### src/verilog/sram_fifo_pkg.sv
// shared widths, register map and types of the SRAM-backed readout FIFO
// every block of the core imports this package
package sram_fifo_pkg;

    localparam int unsigned FIFO_DEPTH = 64; // ring size in half-words

    typedef logic [19:0] sram_addr_t; // SRAM address or ring pointer
    typedef logic [15:0] half_t;      // one SRAM half-word
    typedef logic [31:0] word_t;      // source FIFO word
    typedef logic [7:0]  byte_t;      // bus and USB byte
    typedef logic [20:0] fill_t;      // fill level in half-words
    typedef logic [15:0] bus_addr_t;

    // last slot of the ring before the pointers wrap
    localparam sram_addr_t ADDR_LAST = sram_addr_t'(FIFO_DEPTH - 1);

    // near-full thresholds at reset, 95 and 5 percent of 255
    localparam byte_t ALMOST_FULL_DEFAULT  = 8'd242;
    localparam byte_t ALMOST_EMPTY_DEFAULT = 8'd12;

    // register map
    localparam bus_addr_t REG_SOFT_RST  = 16'd0; // write strobe only
    localparam bus_addr_t REG_THR_FULL  = 16'd1; // write
    localparam bus_addr_t REG_THR_EMPTY = 16'd2; // write
    localparam bus_addr_t REG_SIZE_HI   = 16'd1; // read, bits 20..16
    localparam bus_addr_t REG_SIZE_MID  = 16'd2; // read
    localparam bus_addr_t REG_SIZE_LO   = 16'd3; // read
    localparam bus_addr_t REG_RD_ERR    = 16'd4; // read

    typedef enum logic [1:0] {
        RD_IDLE,
        RD_FETCH,
        RD_HOLD
    } rd_state_t;

    typedef struct packed {
        logic  empty;
        logic  full;
        fill_t level;        // registered, one cycle behind the pointers
        logic  hold_pending; // captured half-word not yet fully read
    } fifo_status_t;

endpackage

### src/verilog/fifo_bus_regs.sv
// register block of the readout FIFO on the 8-bit bus
// decodes the soft reset, keeps the near-full thresholds and returns
// the fill level and read-error count one cycle after a bus read
`timescale 1ns/1ns

module fifo_bus_regs (
    input  logic                        bus_clk,
    input  logic                        rst,
    input  sram_fifo_pkg::bus_addr_t    bus_add,
    input  sram_fifo_pkg::byte_t        bus_data_in,
    input  logic                        bus_rd,
    input  logic                        bus_wr,
    input  sram_fifo_pkg::fifo_status_t status,
    input  sram_fifo_pkg::byte_t        rd_err_count,
    output logic                        rst_all,
    output sram_fifo_pkg::byte_t        bus_data_out,
    output logic                        near_full,
    output logic                        read_error
);
    import sram_fifo_pkg::*;

    byte_t thr_full;    // almost-full threshold, 255 means the whole ring
    byte_t thr_empty;   // almost-empty threshold
    fill_t size_view;   // level as the bus sees it
    fill_t full_bound;
    fill_t empty_bound;

    // soft reset acts at the next edge like the external reset
    assign rst_all = rst | (bus_wr && bus_add == REG_SOFT_RST);

    always_ff @(posedge bus_clk) begin
        if (rst_all) begin
            thr_full  <= ALMOST_FULL_DEFAULT;
            thr_empty <= ALMOST_EMPTY_DEFAULT;
        end else if (bus_wr) begin
            if (bus_add == REG_THR_FULL)
                thr_full <= bus_data_in;
            if (bus_add == REG_THR_EMPTY)
                thr_empty <= bus_data_in;
        end
    end

    // the half-word sitting in the capture register still counts
    assign size_view = status.level + fill_t'(status.hold_pending);

    // thresholds scale from 1/256 steps to ring slots
    assign full_bound  = fill_t'(((32'(thr_full) + 32'd1) * FIFO_DEPTH) >> 8);
    assign empty_bound = fill_t'(((32'(thr_empty) + 32'd1) * FIFO_DEPTH) >> 8);

    // hysteresis between the two bounds
    always_ff @(posedge bus_clk) begin
        if (rst_all)
            near_full <= 1'b0;
        else if (size_view >= full_bound || thr_full == '0)
            near_full <= 1'b1;
        else if ((size_view <= empty_bound && thr_empty != '0) || size_view == '0)
            near_full <= 1'b0;
    end

    // readback mux
    always_ff @(posedge bus_clk) begin
        if (bus_rd) begin
            case (bus_add)
                REG_SIZE_HI:  bus_data_out <= {3'b000, size_view[20:16]};
                REG_SIZE_MID: bus_data_out <= size_view[15:8];
                REG_SIZE_LO:  bus_data_out <= size_view[7:0];
                REG_RD_ERR:   bus_data_out <= rd_err_count;
                default:      bus_data_out <= '0; // soft reset and unused
            endcase
        end
    end

    assign read_error = (rd_err_count != '0); // sticky until reset

    // a ring drained for two cycles drops near_full unless the bound is zero
    a_near_full_drained: assert property (@(posedge bus_clk) disable iff (rst_all)
        (status.empty && !status.hold_pending) ##1
        (status.empty && !status.hold_pending && full_bound != '0) |=> !near_full);

endmodule

### src/verilog/fifo_ring_ptrs.sv
// ring buffer bookkeeping of the readout FIFO in the external SRAM
// moves the read and write pointers, flags full and empty, registers
// the fill level and splits each source word into two SRAM writes
`timescale 1ns/1ns

module fifo_ring_ptrs (
    input  logic                        bus_clk,
    input  logic                        rst,
    input  logic                        read_sram,
    input  logic                        source_empty,
    input  sram_fifo_pkg::word_t        source_data,
    output logic                        source_pop,
    output logic                        sram_we_b,
    output sram_fifo_pkg::half_t        sram_dout,
    output sram_fifo_pkg::sram_addr_t   sram_wr_addr,
    output sram_fifo_pkg::sram_addr_t   sram_rd_addr,
    output sram_fifo_pkg::fifo_status_t status,
    output logic                        empty
);
    import sram_fifo_pkg::*;

    sram_addr_t rd_ptr;
    sram_addr_t wr_ptr;
    sram_addr_t next_rd_ptr;
    sram_addr_t next_wr_ptr;
    logic       full;
    logic       full_ff;    // full as it will be after this edge
    logic       write_sram;
    logic       wr_adv;
    logic       rd_adv;
    fill_t      level;

    function automatic sram_addr_t ptr_inc(input sram_addr_t ptr);
        return (ptr == ADDR_LAST) ? '0 : ptr + 20'd1;
    endfunction

    // one slot always stays free so that full and empty differ
    function automatic logic ring_full(input sram_addr_t wp, input sram_addr_t rp);
        return ptr_inc(wp) == rp;
    endfunction

    assign next_rd_ptr = ptr_inc(rd_ptr);
    assign next_wr_ptr = ptr_inc(wr_ptr);

    assign empty = (wr_ptr == rd_ptr);
    assign full  = ring_full(wr_ptr, rd_ptr);

    // reads own the SRAM in fetch cycles
    assign write_sram = !source_empty && !full_ff && !read_sram;
    assign wr_adv     = write_sram && !full;
    assign rd_adv     = read_sram && !empty;

    // word is consumed with its low half at the odd address
    assign source_pop = !source_empty && !full && !read_sram && wr_ptr[0];

    // active-low level held for the whole write cycle
    assign sram_we_b = !write_sram;
    assign sram_dout = wr_ptr[0] ? source_data[15:0] : source_data[31:16];

    assign sram_wr_addr = wr_ptr;
    assign sram_rd_addr = rd_ptr;

    always_ff @(posedge bus_clk) begin
        if (rst)
            rd_ptr <= '0;
        else if (rd_adv)
            rd_ptr <= next_rd_ptr;
    end

    always_ff @(posedge bus_clk) begin
        if (rst)
            wr_ptr <= '0;
        else if (wr_adv)
            wr_ptr <= next_wr_ptr;
    end

    // predicted from the pointer values after the edge
    // reads and writes never advance in the same cycle
    always_ff @(posedge bus_clk) begin
        if (rst)
            full_ff <= 1'b0;
        else if (rd_adv)
            full_ff <= ring_full(wr_ptr, next_rd_ptr);
        else if (wr_adv)
            full_ff <= ring_full(next_wr_ptr, rd_ptr);
    end

    always_ff @(posedge bus_clk) begin
        if (rst)
            level <= '0;
        else if (wr_ptr >= rd_ptr)
            level <= fill_t'(wr_ptr - rd_ptr);
        else
            level <= fill_t'(wr_ptr) + fill_t'(FIFO_DEPTH) - fill_t'(rd_ptr);
    end

    // hold_pending comes from the read controller at the top level
    assign status = '{empty: empty, full: full, level: level, hold_pending: 1'b0};

    // registered prediction must agree with the live pointers
    a_no_write_full: assert property (@(posedge bus_clk) disable iff (rst)
        write_sram |-> !full);

    // the read side only fetches from a ring that holds data
    a_no_fetch_empty: assert property (@(posedge bus_clk) disable iff (rst)
        read_sram |-> !empty);

endmodule

### src/verilog/fifo_read_ctrl.sv
// read side of the readout FIFO
// fetches one half-word from the SRAM, presents it as two USB bytes
// (high byte first) and counts USB reads that find nothing to read
`timescale 1ns/1ns

module fifo_read_ctrl (
    input  logic                 bus_clk,
    input  logic                 rst,
    input  logic                 empty,
    input  logic                 usb_read,
    input  sram_fifo_pkg::half_t sram_din,
    output logic                 read_sram,
    output logic                 sram_oe_b,
    output sram_fifo_pkg::byte_t usb_data,
    output logic                 hold_pending,
    output sram_fifo_pkg::byte_t rd_err_count
);
    import sram_fifo_pkg::*;

    rd_state_t state;
    rd_state_t state_next;
    logic      usb_read_dly;
    logic      byte_sel;     // set once the high byte is gone
    half_t     capture;

    always_ff @(posedge bus_clk) begin
        if (rst)
            state <= RD_IDLE;
        else
            state <= state_next;
    end

    always_comb begin
        state_next = state;
        case (state)
            RD_IDLE:
                if (!empty)
                    state_next = RD_FETCH;
            RD_FETCH:
                state_next = RD_HOLD;
            RD_HOLD:
                // low byte taken, refill or go wait
                if (usb_read && byte_sel)
                    state_next = empty ? RD_IDLE : RD_FETCH;
            default:
                state_next = RD_IDLE;
        endcase
    end

    assign read_sram    = (state == RD_FETCH);
    assign sram_oe_b    = !read_sram;
    assign hold_pending = (state == RD_HOLD);

    always_ff @(posedge bus_clk) begin
        if (read_sram)
            capture <= sram_din;
    end

    always_ff @(posedge bus_clk) begin
        if (rst)
            usb_read_dly <= 1'b0;
        else
            usb_read_dly <= usb_read;
    end

    // toggles the cycle after the strobe, a fetch starts at the high byte
    always_ff @(posedge bus_clk) begin
        if (rst)
            byte_sel <= 1'b0;
        else if (read_sram)
            byte_sel <= 1'b0;
        else if (usb_read_dly)
            byte_sel <= !byte_sel;
    end

    assign usb_data = byte_sel ? capture[7:0] : capture[15:8];

    // saturating count of reads with nothing stored or held
    always_ff @(posedge bus_clk) begin
        if (rst)
            rd_err_count <= '0;
        else if (usb_read && empty && !hold_pending && rd_err_count != 8'hff)
            rd_err_count <= rd_err_count + 8'd1;
    end

    // byte select lags the strobe by a cycle and needs a gap before the next one
    a_usb_read_gap: assert property (@(posedge bus_clk) disable iff (rst)
        usb_read |=> !usb_read);

endmodule

### src/verilog/sram_fifo_core.sv
// top level of the SRAM-backed readout FIFO
// source words go into the external SRAM ring and come back out as
// USB bytes; the register bus controls thresholds and soft reset
`timescale 1ns/1ns

module sram_fifo_core (
    input  logic                      bus_clk,
    input  logic                      rst,
    input  sram_fifo_pkg::bus_addr_t  bus_add,
    input  sram_fifo_pkg::byte_t      bus_data_in,
    input  logic                      bus_rd,
    input  logic                      bus_wr,
    output sram_fifo_pkg::byte_t      bus_data_out,
    output sram_fifo_pkg::sram_addr_t sram_addr,
    output sram_fifo_pkg::half_t      sram_dout,
    input  sram_fifo_pkg::half_t      sram_din,
    output logic                      sram_we_b,
    output logic                      sram_oe_b,
    input  logic                      usb_read,
    output sram_fifo_pkg::byte_t      usb_data,
    output logic                      source_pop,
    input  logic                      source_empty,
    input  sram_fifo_pkg::word_t      source_data,
    output logic                      not_empty,
    output logic                      full,
    output logic                      near_full,
    output logic                      read_error
);
    import sram_fifo_pkg::*;

    logic         rst_all;
    logic         read_sram;
    logic         empty;
    logic         hold_pending;
    byte_t        rd_err_count;
    sram_addr_t   sram_wr_addr;
    sram_addr_t   sram_rd_addr;
    fifo_status_t ptr_status;
    fifo_status_t reg_status;

    fifo_ring_ptrs u_ptrs (
        .bus_clk      (bus_clk),
        .rst          (rst_all),
        .read_sram    (read_sram),
        .source_empty (source_empty),
        .source_data  (source_data),
        .source_pop   (source_pop),
        .sram_we_b    (sram_we_b),
        .sram_dout    (sram_dout),
        .sram_wr_addr (sram_wr_addr),
        .sram_rd_addr (sram_rd_addr),
        .status       (ptr_status),
        .empty        (empty)
    );

    fifo_read_ctrl u_rd (
        .bus_clk      (bus_clk),
        .rst          (rst_all),
        .empty        (empty),
        .usb_read     (usb_read),
        .sram_din     (sram_din),
        .read_sram    (read_sram),
        .sram_oe_b    (sram_oe_b),
        .usb_data     (usb_data),
        .hold_pending (hold_pending),
        .rd_err_count (rd_err_count)
    );

    // pointer status plus the held half-word from the read side
    always_comb begin
        reg_status = ptr_status;
        reg_status.hold_pending = hold_pending;
    end

    fifo_bus_regs u_regs (
        .bus_clk      (bus_clk),
        .rst          (rst),
        .bus_add      (bus_add),
        .bus_data_in  (bus_data_in),
        .bus_rd       (bus_rd),
        .bus_wr       (bus_wr),
        .status       (reg_status),
        .rd_err_count (rd_err_count),
        .rst_all      (rst_all),
        .bus_data_out (bus_data_out),
        .near_full    (near_full),
        .read_error   (read_error)
    );

    assign sram_addr = read_sram ? sram_rd_addr : sram_wr_addr;

    assign not_empty = !empty || hold_pending; // stored or still held
    assign full      = ptr_status.full;

endmodule

### config.mk
export PLATFORM = sky130hd
export DESIGN_NAME = sram_fifo_core
export DESIGN_NICKNAME = d
export VERILOG_FILES = /design/src/verilog/sram_fifo_pkg.sv /design/src/verilog/fifo_bus_regs.sv /design/src/verilog/fifo_ring_ptrs.sv /design/src/verilog/fifo_read_ctrl.sv /design/src/verilog/sram_fifo_core.sv
export SDC_FILE = /design/constraint.sdc
export NUM_CORES = 1
export LEC_CHECK = 0
export BUFFER_PORTS_ARGS = -buffer_cell sky130_fd_sc_hd__buf_2
export CORE_MARGIN = 5
export CORE_UTILIZATION = 60
export DETAILED_ROUTE_END_ITERATION = 7
export GPL_TIMING_DRIVEN = 0
export PLACE_DENSITY_LB_ADDON = 0.12
export SETUP_SLACK_MARGIN = 0.02
export SLEW_MARGIN = 20
export SYNTH_ARGS = -nofsm -noshare
export SYNTH_HDL_FRONTEND = slang
export SYNTH_SLANG_ARGS = --single-unit
### constraint.sdc
create_clock -name bus_clk -period 4.2 [get_ports bus_clk]
set_input_delay 0.21 -clock bus_clk [delete_from_list [all_inputs] [get_ports bus_clk]]
set_output_delay 0.21 -clock bus_clk [all_outputs]
set_load 0.02 [all_outputs]
# Word level (Yosys, flattened, before mapping)
# Cells that the tools add are included.
[word_totals]
register_bits = 115
word_cells = 95
[classes]
n_addsub = 10
n_lt_le_gt_ge = 3
eq_ne = 16
muxes = 16
bitwise_logic = 1
n_reduce_logical = 36
[ops]
columns = ["cell", "count"]
rows = [
  ["20-bit == test", 4],
  ["20-bit two-way mux", 4],
  ["20-bit by 1-bit adder with 20-bit output, second input constant", 3],
  ["20-bit by 6-bit == test with 1-bit output, second input constant", 3],
  ["16-bit by 2-bit == test with 1-bit output, second input constant", 2],
  ["8-bit one-hot mux with 4 select lines", 1],
  ["20-bit by 7-bit adder with 21-bit output, second input constant", 1],
  ["21-bit by 1-bit adder with 21-bit output", 1],
  ["21-bit >= comparator", 1],
  ["21-bit <= comparator", 1],
  ["21-bit zero test", 1],
  ["21-bit two-way mux", 1],
  ["20-bit by 20-bit subtractor with 21-bit output", 1],
  ["21-bit by 20-bit subtractor with 21-bit output", 1],
  ["20-bit >= comparator", 1],
  ["8-bit by 1-bit adder with 9-bit output, second input constant", 2],
  ["16-bit by 1-bit == test with 1-bit output, second input constant", 1],
  ["16-bit by 3-bit == test with 1-bit output, second input constant", 1],
  ["16-bit zero test", 1],
  ["16-bit two-way mux", 1],
  ["8-bit nonzero test", 2],
  ["1-bit logical AND", 13],
  ["8-bit by 1-bit adder with 8-bit output, second input constant", 1],
  ["1-bit zero test", 8],
  ["other kinds (16)", 26],
]

# Longest topological paths before layout
[depth]
ltp_word = 7
depth_mapped = 17
mapped_depth_nobuf = 15

# Hierarchy
# A second synthesis with hierarchy kept.
[hier_totals]
cells_unflattened = 1342
area_unflattened_um2 = 11138.2
[modules_own_cells]
columns = ["mod", "instances", "cells_each", "area_per_inst_um2", "seq_area_each_um2"]
rows = [
  ["fifo_ring_ptrs", 1, 964, 7485.9, 1241.2],
  ["fifo_bus_regs", 1, 272, 2170.8, 580.6],
  ["fifo_read_ctrl", 1, 83, 1152.4, 720.7],
  ["sram_fifo_core", 1, 23, 329.1, 0.0],
]

# Worst setup path after synthesis
# OpenSTA, ideal clock, no wires.
[synth_path]
path_kind = "register to register"
startpoint = "register u_ptrs.rd_ptr[2], in the netlist u_ptrs.sram_rd_addr[2]"
endpoint = "register u_ptrs.level[19]"
arrival_time_ns = 3.592
path_slack_ns = 0.491
path_stages_with_launch = 14
path_buffers = 1
path_cell_list = "dfxtp_1 > clkbuf_1 > inv_1 > ha_1 > fa_1 > nor2b_1 > o311ai_0 > a311oi_1 > o31ai_1 > a21oi_1 > a311oi_1 > a21oi_1 > xnor2_1 > o2111a_1"
[synth_via]
elab_chain_cells = 2
[synth_rtl]
columns = ["item", "line", "source"]
rows = [
  ["from (decl)", "fifo_ring_ptrs.sv:22", "sram_addr_t rd_ptr;"],
  ["from (signal assigned)", "fifo_ring_ptrs.sv:67", "rd_ptr <= next_rd_ptr;"],
  ["21-bit by 20-bit subtractor with 21-bit output (tied with other cells)", "fifo_ring_ptrs.sv:94", "level <= fill_t'(wr_ptr) + fill_t'(FIFO_DEPTH) - fill_t'(rd_ptr);"],
  ["21-bit two-way mux *", "fifo_ring_ptrs.sv:91", "else if (wr_ptr >= rd_ptr)"],
  ["to (signal assigned)", "fifo_ring_ptrs.sv:92", "level <= fill_t'(wr_ptr - rd_ptr);"],
  ["to (signal assigned)", "fifo_ring_ptrs.sv:94", ""],
  ["to (decl)", "fifo_ring_ptrs.sv:31", "fill_t level;"],
]
# Every way passes the cells marked *; elsewhere a longest branch is shown, timed or not.
# A chain may end at the register's enable or synchronous reset.

# Final worst setup path
[layout_path]
startpoint = "register u_ptrs.rd_ptr[11], in the netlist u_ptrs.sram_rd_addr[11]"
endpoint = "register u_ptrs.full_ff"
[layout_via]
elab_chain_cells = 4
[layout_rtl]
columns = ["item", "line", "source"]
rows = [
  ["20-bit by 1-bit adder with 20-bit output (tied with other cells)", "fifo_ring_ptrs.sv:34", "return (ptr == ADDR_LAST) ? '0 : ptr + 20'd1;"],
  ["20-bit two-way mux (tied with other cells)", "fifo_ring_ptrs.sv:34", ""],
  ["20-bit == test (tied with other cells)", "fifo_ring_ptrs.sv:39", "return ptr_inc(wp) == rp;"],
  ["1-bit two-way mux or 2-bit nonzero test (tied branches)", "-", ""],
  ["to (signal assigned)", "fifo_ring_ptrs.sv:83", "full_ff <= ring_full(wr_ptr, next_rd_ptr);"],
  ["to (signal assigned)", "fifo_ring_ptrs.sv:85", "full_ff <= ring_full(next_wr_ptr, rd_ptr);"],
  ["to (decl)", "fifo_ring_ptrs.sv:27", "logic full_ff;"],
]
# Parallel ways exist; a longest one is shown, timed or not. The select of a mux whose other input is x is not followed.

==> results.toml <==
[status]
outcome = "complete, no violations"

[global_route]
grt_max_degree = 26
grt_pass1_vias = 11300
overflow = 0
grt_pass1_wl_um = 59900
grt.total_usage_pct = 34.9
antenna_found_initial = 0

[yosys]
synth_adder_area_share_pct = 10.3
synth_cell_types = 96
ys_ff_latch = 115
yosysTopAreaCellShare_pct = 16.6
async_flop_share_pct = 0
synth_area_leader_cell = "dfxtp_1"
synth_warnings = 0
synth_compound_gate_area_share_pct = 15.8
synth_commonest_cells = "129 x nor2_1, 128 x nand2_1, 93 x xnor2_1, 91 x dfxtp_1, 84 x inv_1"
syn_inst = 1383
ys_seq_area_share_pct = 23.1
synth.cell_area_sq_um = 11000
syn_area_per_cell_sq_um = 7.96
synth_most_common_cell = "nor2_1"
netlist_top_cells_area = "dfxtp_1 17%, xnor2_1 7.4%, ha_1 6.8%, edfxtp_1 6.5%, nor2_1 4.4%"
synth_top_family_by_area = "simple AND/OR/NAND/NOR gates"
ys.flop_type = "dfxtp_1"
synth_xor_area_share_pct = 12.3
synth-simple-area-share_pct = 26.6
synthMuxAreaShare_pct = 5.75
synth_edf_count = 24
synth_nets = 1540

[layout]
multi_input_area_sq_um = 7930
seq_area_sq_um = 2540
fin_nets = 1710
antennaDiodeCount = 0
drive_above_1_share_pct = 17.0
syn2layout_area_growth_pct = 16.4
nFillCells = 1506
fin_util_pct = 71.1
final_area_sq_um = 12800

[place]
gp_congestion = 1.03
io_buffers = 135
hpwl_um = 29200
placed_area_sq_um = 12000

[clock_tree]
clkLatencyLatePin_ns = 0.43
cts_root_buf = "clkbuf_16"
cts_num_sinks = 115
cts_tree = "yes"
cts_buffers = 17
path_clk_slew_ns = 0.07
htreeDepth = 4
clockBufferDepth = 2

[detailed_routing]
avgRoutedWirePerCell_um = 21.3
dr.pass1.iters = 6
vias_per_cell = 6.43
vias = 11500
detail_route.iter0.violations = 1231
drc_errors = 0
routed_wl_um = 38200
antenna_left = 0

[setup_path]
cp.required_ns = 4.58
startpoint_type = "register"
crit_type = "reg -> reg"
ff2ff_path_depth = 12
crit_fanout = 9
crit_path_end_kind = "register"
crit_arrival_ns = 4.43

[floorplan]
die_w_um = 145
die_h_um = 145
design.core.area_sq_um = 18000
placementRows = 49
pin_count = 137
start_util_pct = 61.0
fp.dieArea_sq_um = 21100

[timing]
slew_headroom_pct = 38.4
finalCriticalPeriod_ns = 4.04
worst_pin_slew_ns = 0.918
maxSlewViolCount = 0
timing.hold.ws_ns = 0.0251
tns_ns = 0
fin_skew_ns = 0.0178
fmax_mhz = 247
setup_viol = 0
rsz0062_at_grt = "true"
min_period_over_period_pct = 96.3
hold_violations = 0

[power_and_ir_drop]
power_density_nw_per_um2 = 403
ir_worst_vdd_mv = 0.401
leakage_nw = 5.15
total_power_w = 0.00516

[worst_hold_path]
hold_depth = 3
hold_class = "in -> reg"

[run]
cap_violations = 0
==> through the flow <==
stage / std cells / worst slack, ns
after global placement: 1747 / -0.581
after detailed placement: 1747 / -0.564
final: 1795 / 0.157
after floorplan: 1383 / 0.491
after global routing: 1795 / 0.00470
after CTS: 1795 / 0.00632
==> state kept, by name, indices dropped and copies added (netlist names) <==
register	count
u_ptrs.full_ff	1
u_rd.rd_err_count	8
u_regs.bus_data_out	8
u_regs.thr_empty	8
u_rd.usb_read_dly	1
u_rd.byte_sel	1
u_ptrs.level	21
u_rd.capture	16
u_ptrs.sram_wr_addr	20
u_regs.near_full	1
u_ptrs.sram_rd_addr	20
u_rd.state	2
u_regs.thr_full	8
==> cell usage in the layout, fill, tap and decap left out, types with 17 or more instances in the layout <==
cell	n
a21oi_1	72
inv_1	84
xor2_1	35
nor3_1	38
clkbuf_1	41
clkbuf_16	17
edfxtp_1	24
mux2i_1	34
nor2_1	128
and3_1	23
buf_2	143
nand2_1	128
nand4_1	37
nand3_1	60
dfxtp_1	90
o21ai_0	78
xnor2_1	93
nor4_1	24
fa_1	19
a31oi_1	18
mux2_2	25
ha_1	58
==> routing by layer <==
layer / track usage (%) / wire (um) / vias up / share of wire [%]
met4: 19.2 / 2140 / 0 / 5.6
li1: - / - / 5315 / -
met1: 41.9 / 14600 / 5341 / 38
met3: 6.94 / 3430 / 150 / 9.0
met2: 58.4 / 18000 / 728 / 47
met5: 0 / 0 / - / 0
==> path summary, 6_finish.rpt <==
path	start	to	slack [ns]
worst max-delay path	u_ptrs.sram_rd_addr[11]	u_ptrs.full_ff	0.16
worst min-delay path	bus_data_in[2]	u_regs.thr_empty[2]	0.03
worst max register to register	u_ptrs.sram_rd_addr[11]	u_ptrs.full_ff	0.16
worst min register to register	u_rd.state[0]	u_rd.state[0]	0.46
==> cell type report <==
class	count	area share (%)
clock buffer	17	3.32
multi-input combinational	1107	61.9
sequential	115	19.9
clock inverter	15	0.820
timing repair buffer	153	6.64
buffer	71	2.69
tap	229	2.24
inverter	88	2.58
==> what timing repair did <==
item	in CTS	in global routing
hold buffers	16	0
resized for setup	16	14
setup endpoints to repair	22	20
hold endpoints to repair	16	0
pin swaps	2	2
setup buffers	1	1
==> power breakdown <==
group,internal [W],total [W],leakage (nW),switching [W]
Clock,0.000754,0.00133,0.253,0.000576
Sequential,0.00129,0.00142,0.967,0.000132
Combinational,0.000951,0.00241,3.93,0.00146
Total,0.00299,0.00516,5.15,0.00216
==> cells by family after synthesis <==
family	after synthesis
buffers and inverters	161
adder cells (fa/ha/maj)	79
XOR/XNOR	139
flip-flops	115
AO/OA/AOI/OAI	273
AND/OR/NAND/NOR	556
multiplexers	60
==> worst max-delay path, stage by stage, from the launching register on <==
cell,delay [ns]
dfxtp_1,0.35
clkbuf_1,0.51
inv_1,0.25
ha_1,0.47
nand4_1,0.12
nor4_1,0.41
nand2_1,0.30
nand2_1,0.34
nand2_1,0.10
or4b_1,0.58
nor4_4,0.23
and4_1,0.24
a31o_1,0.13
Note: power is estimated with default switching activity, not from simulation.
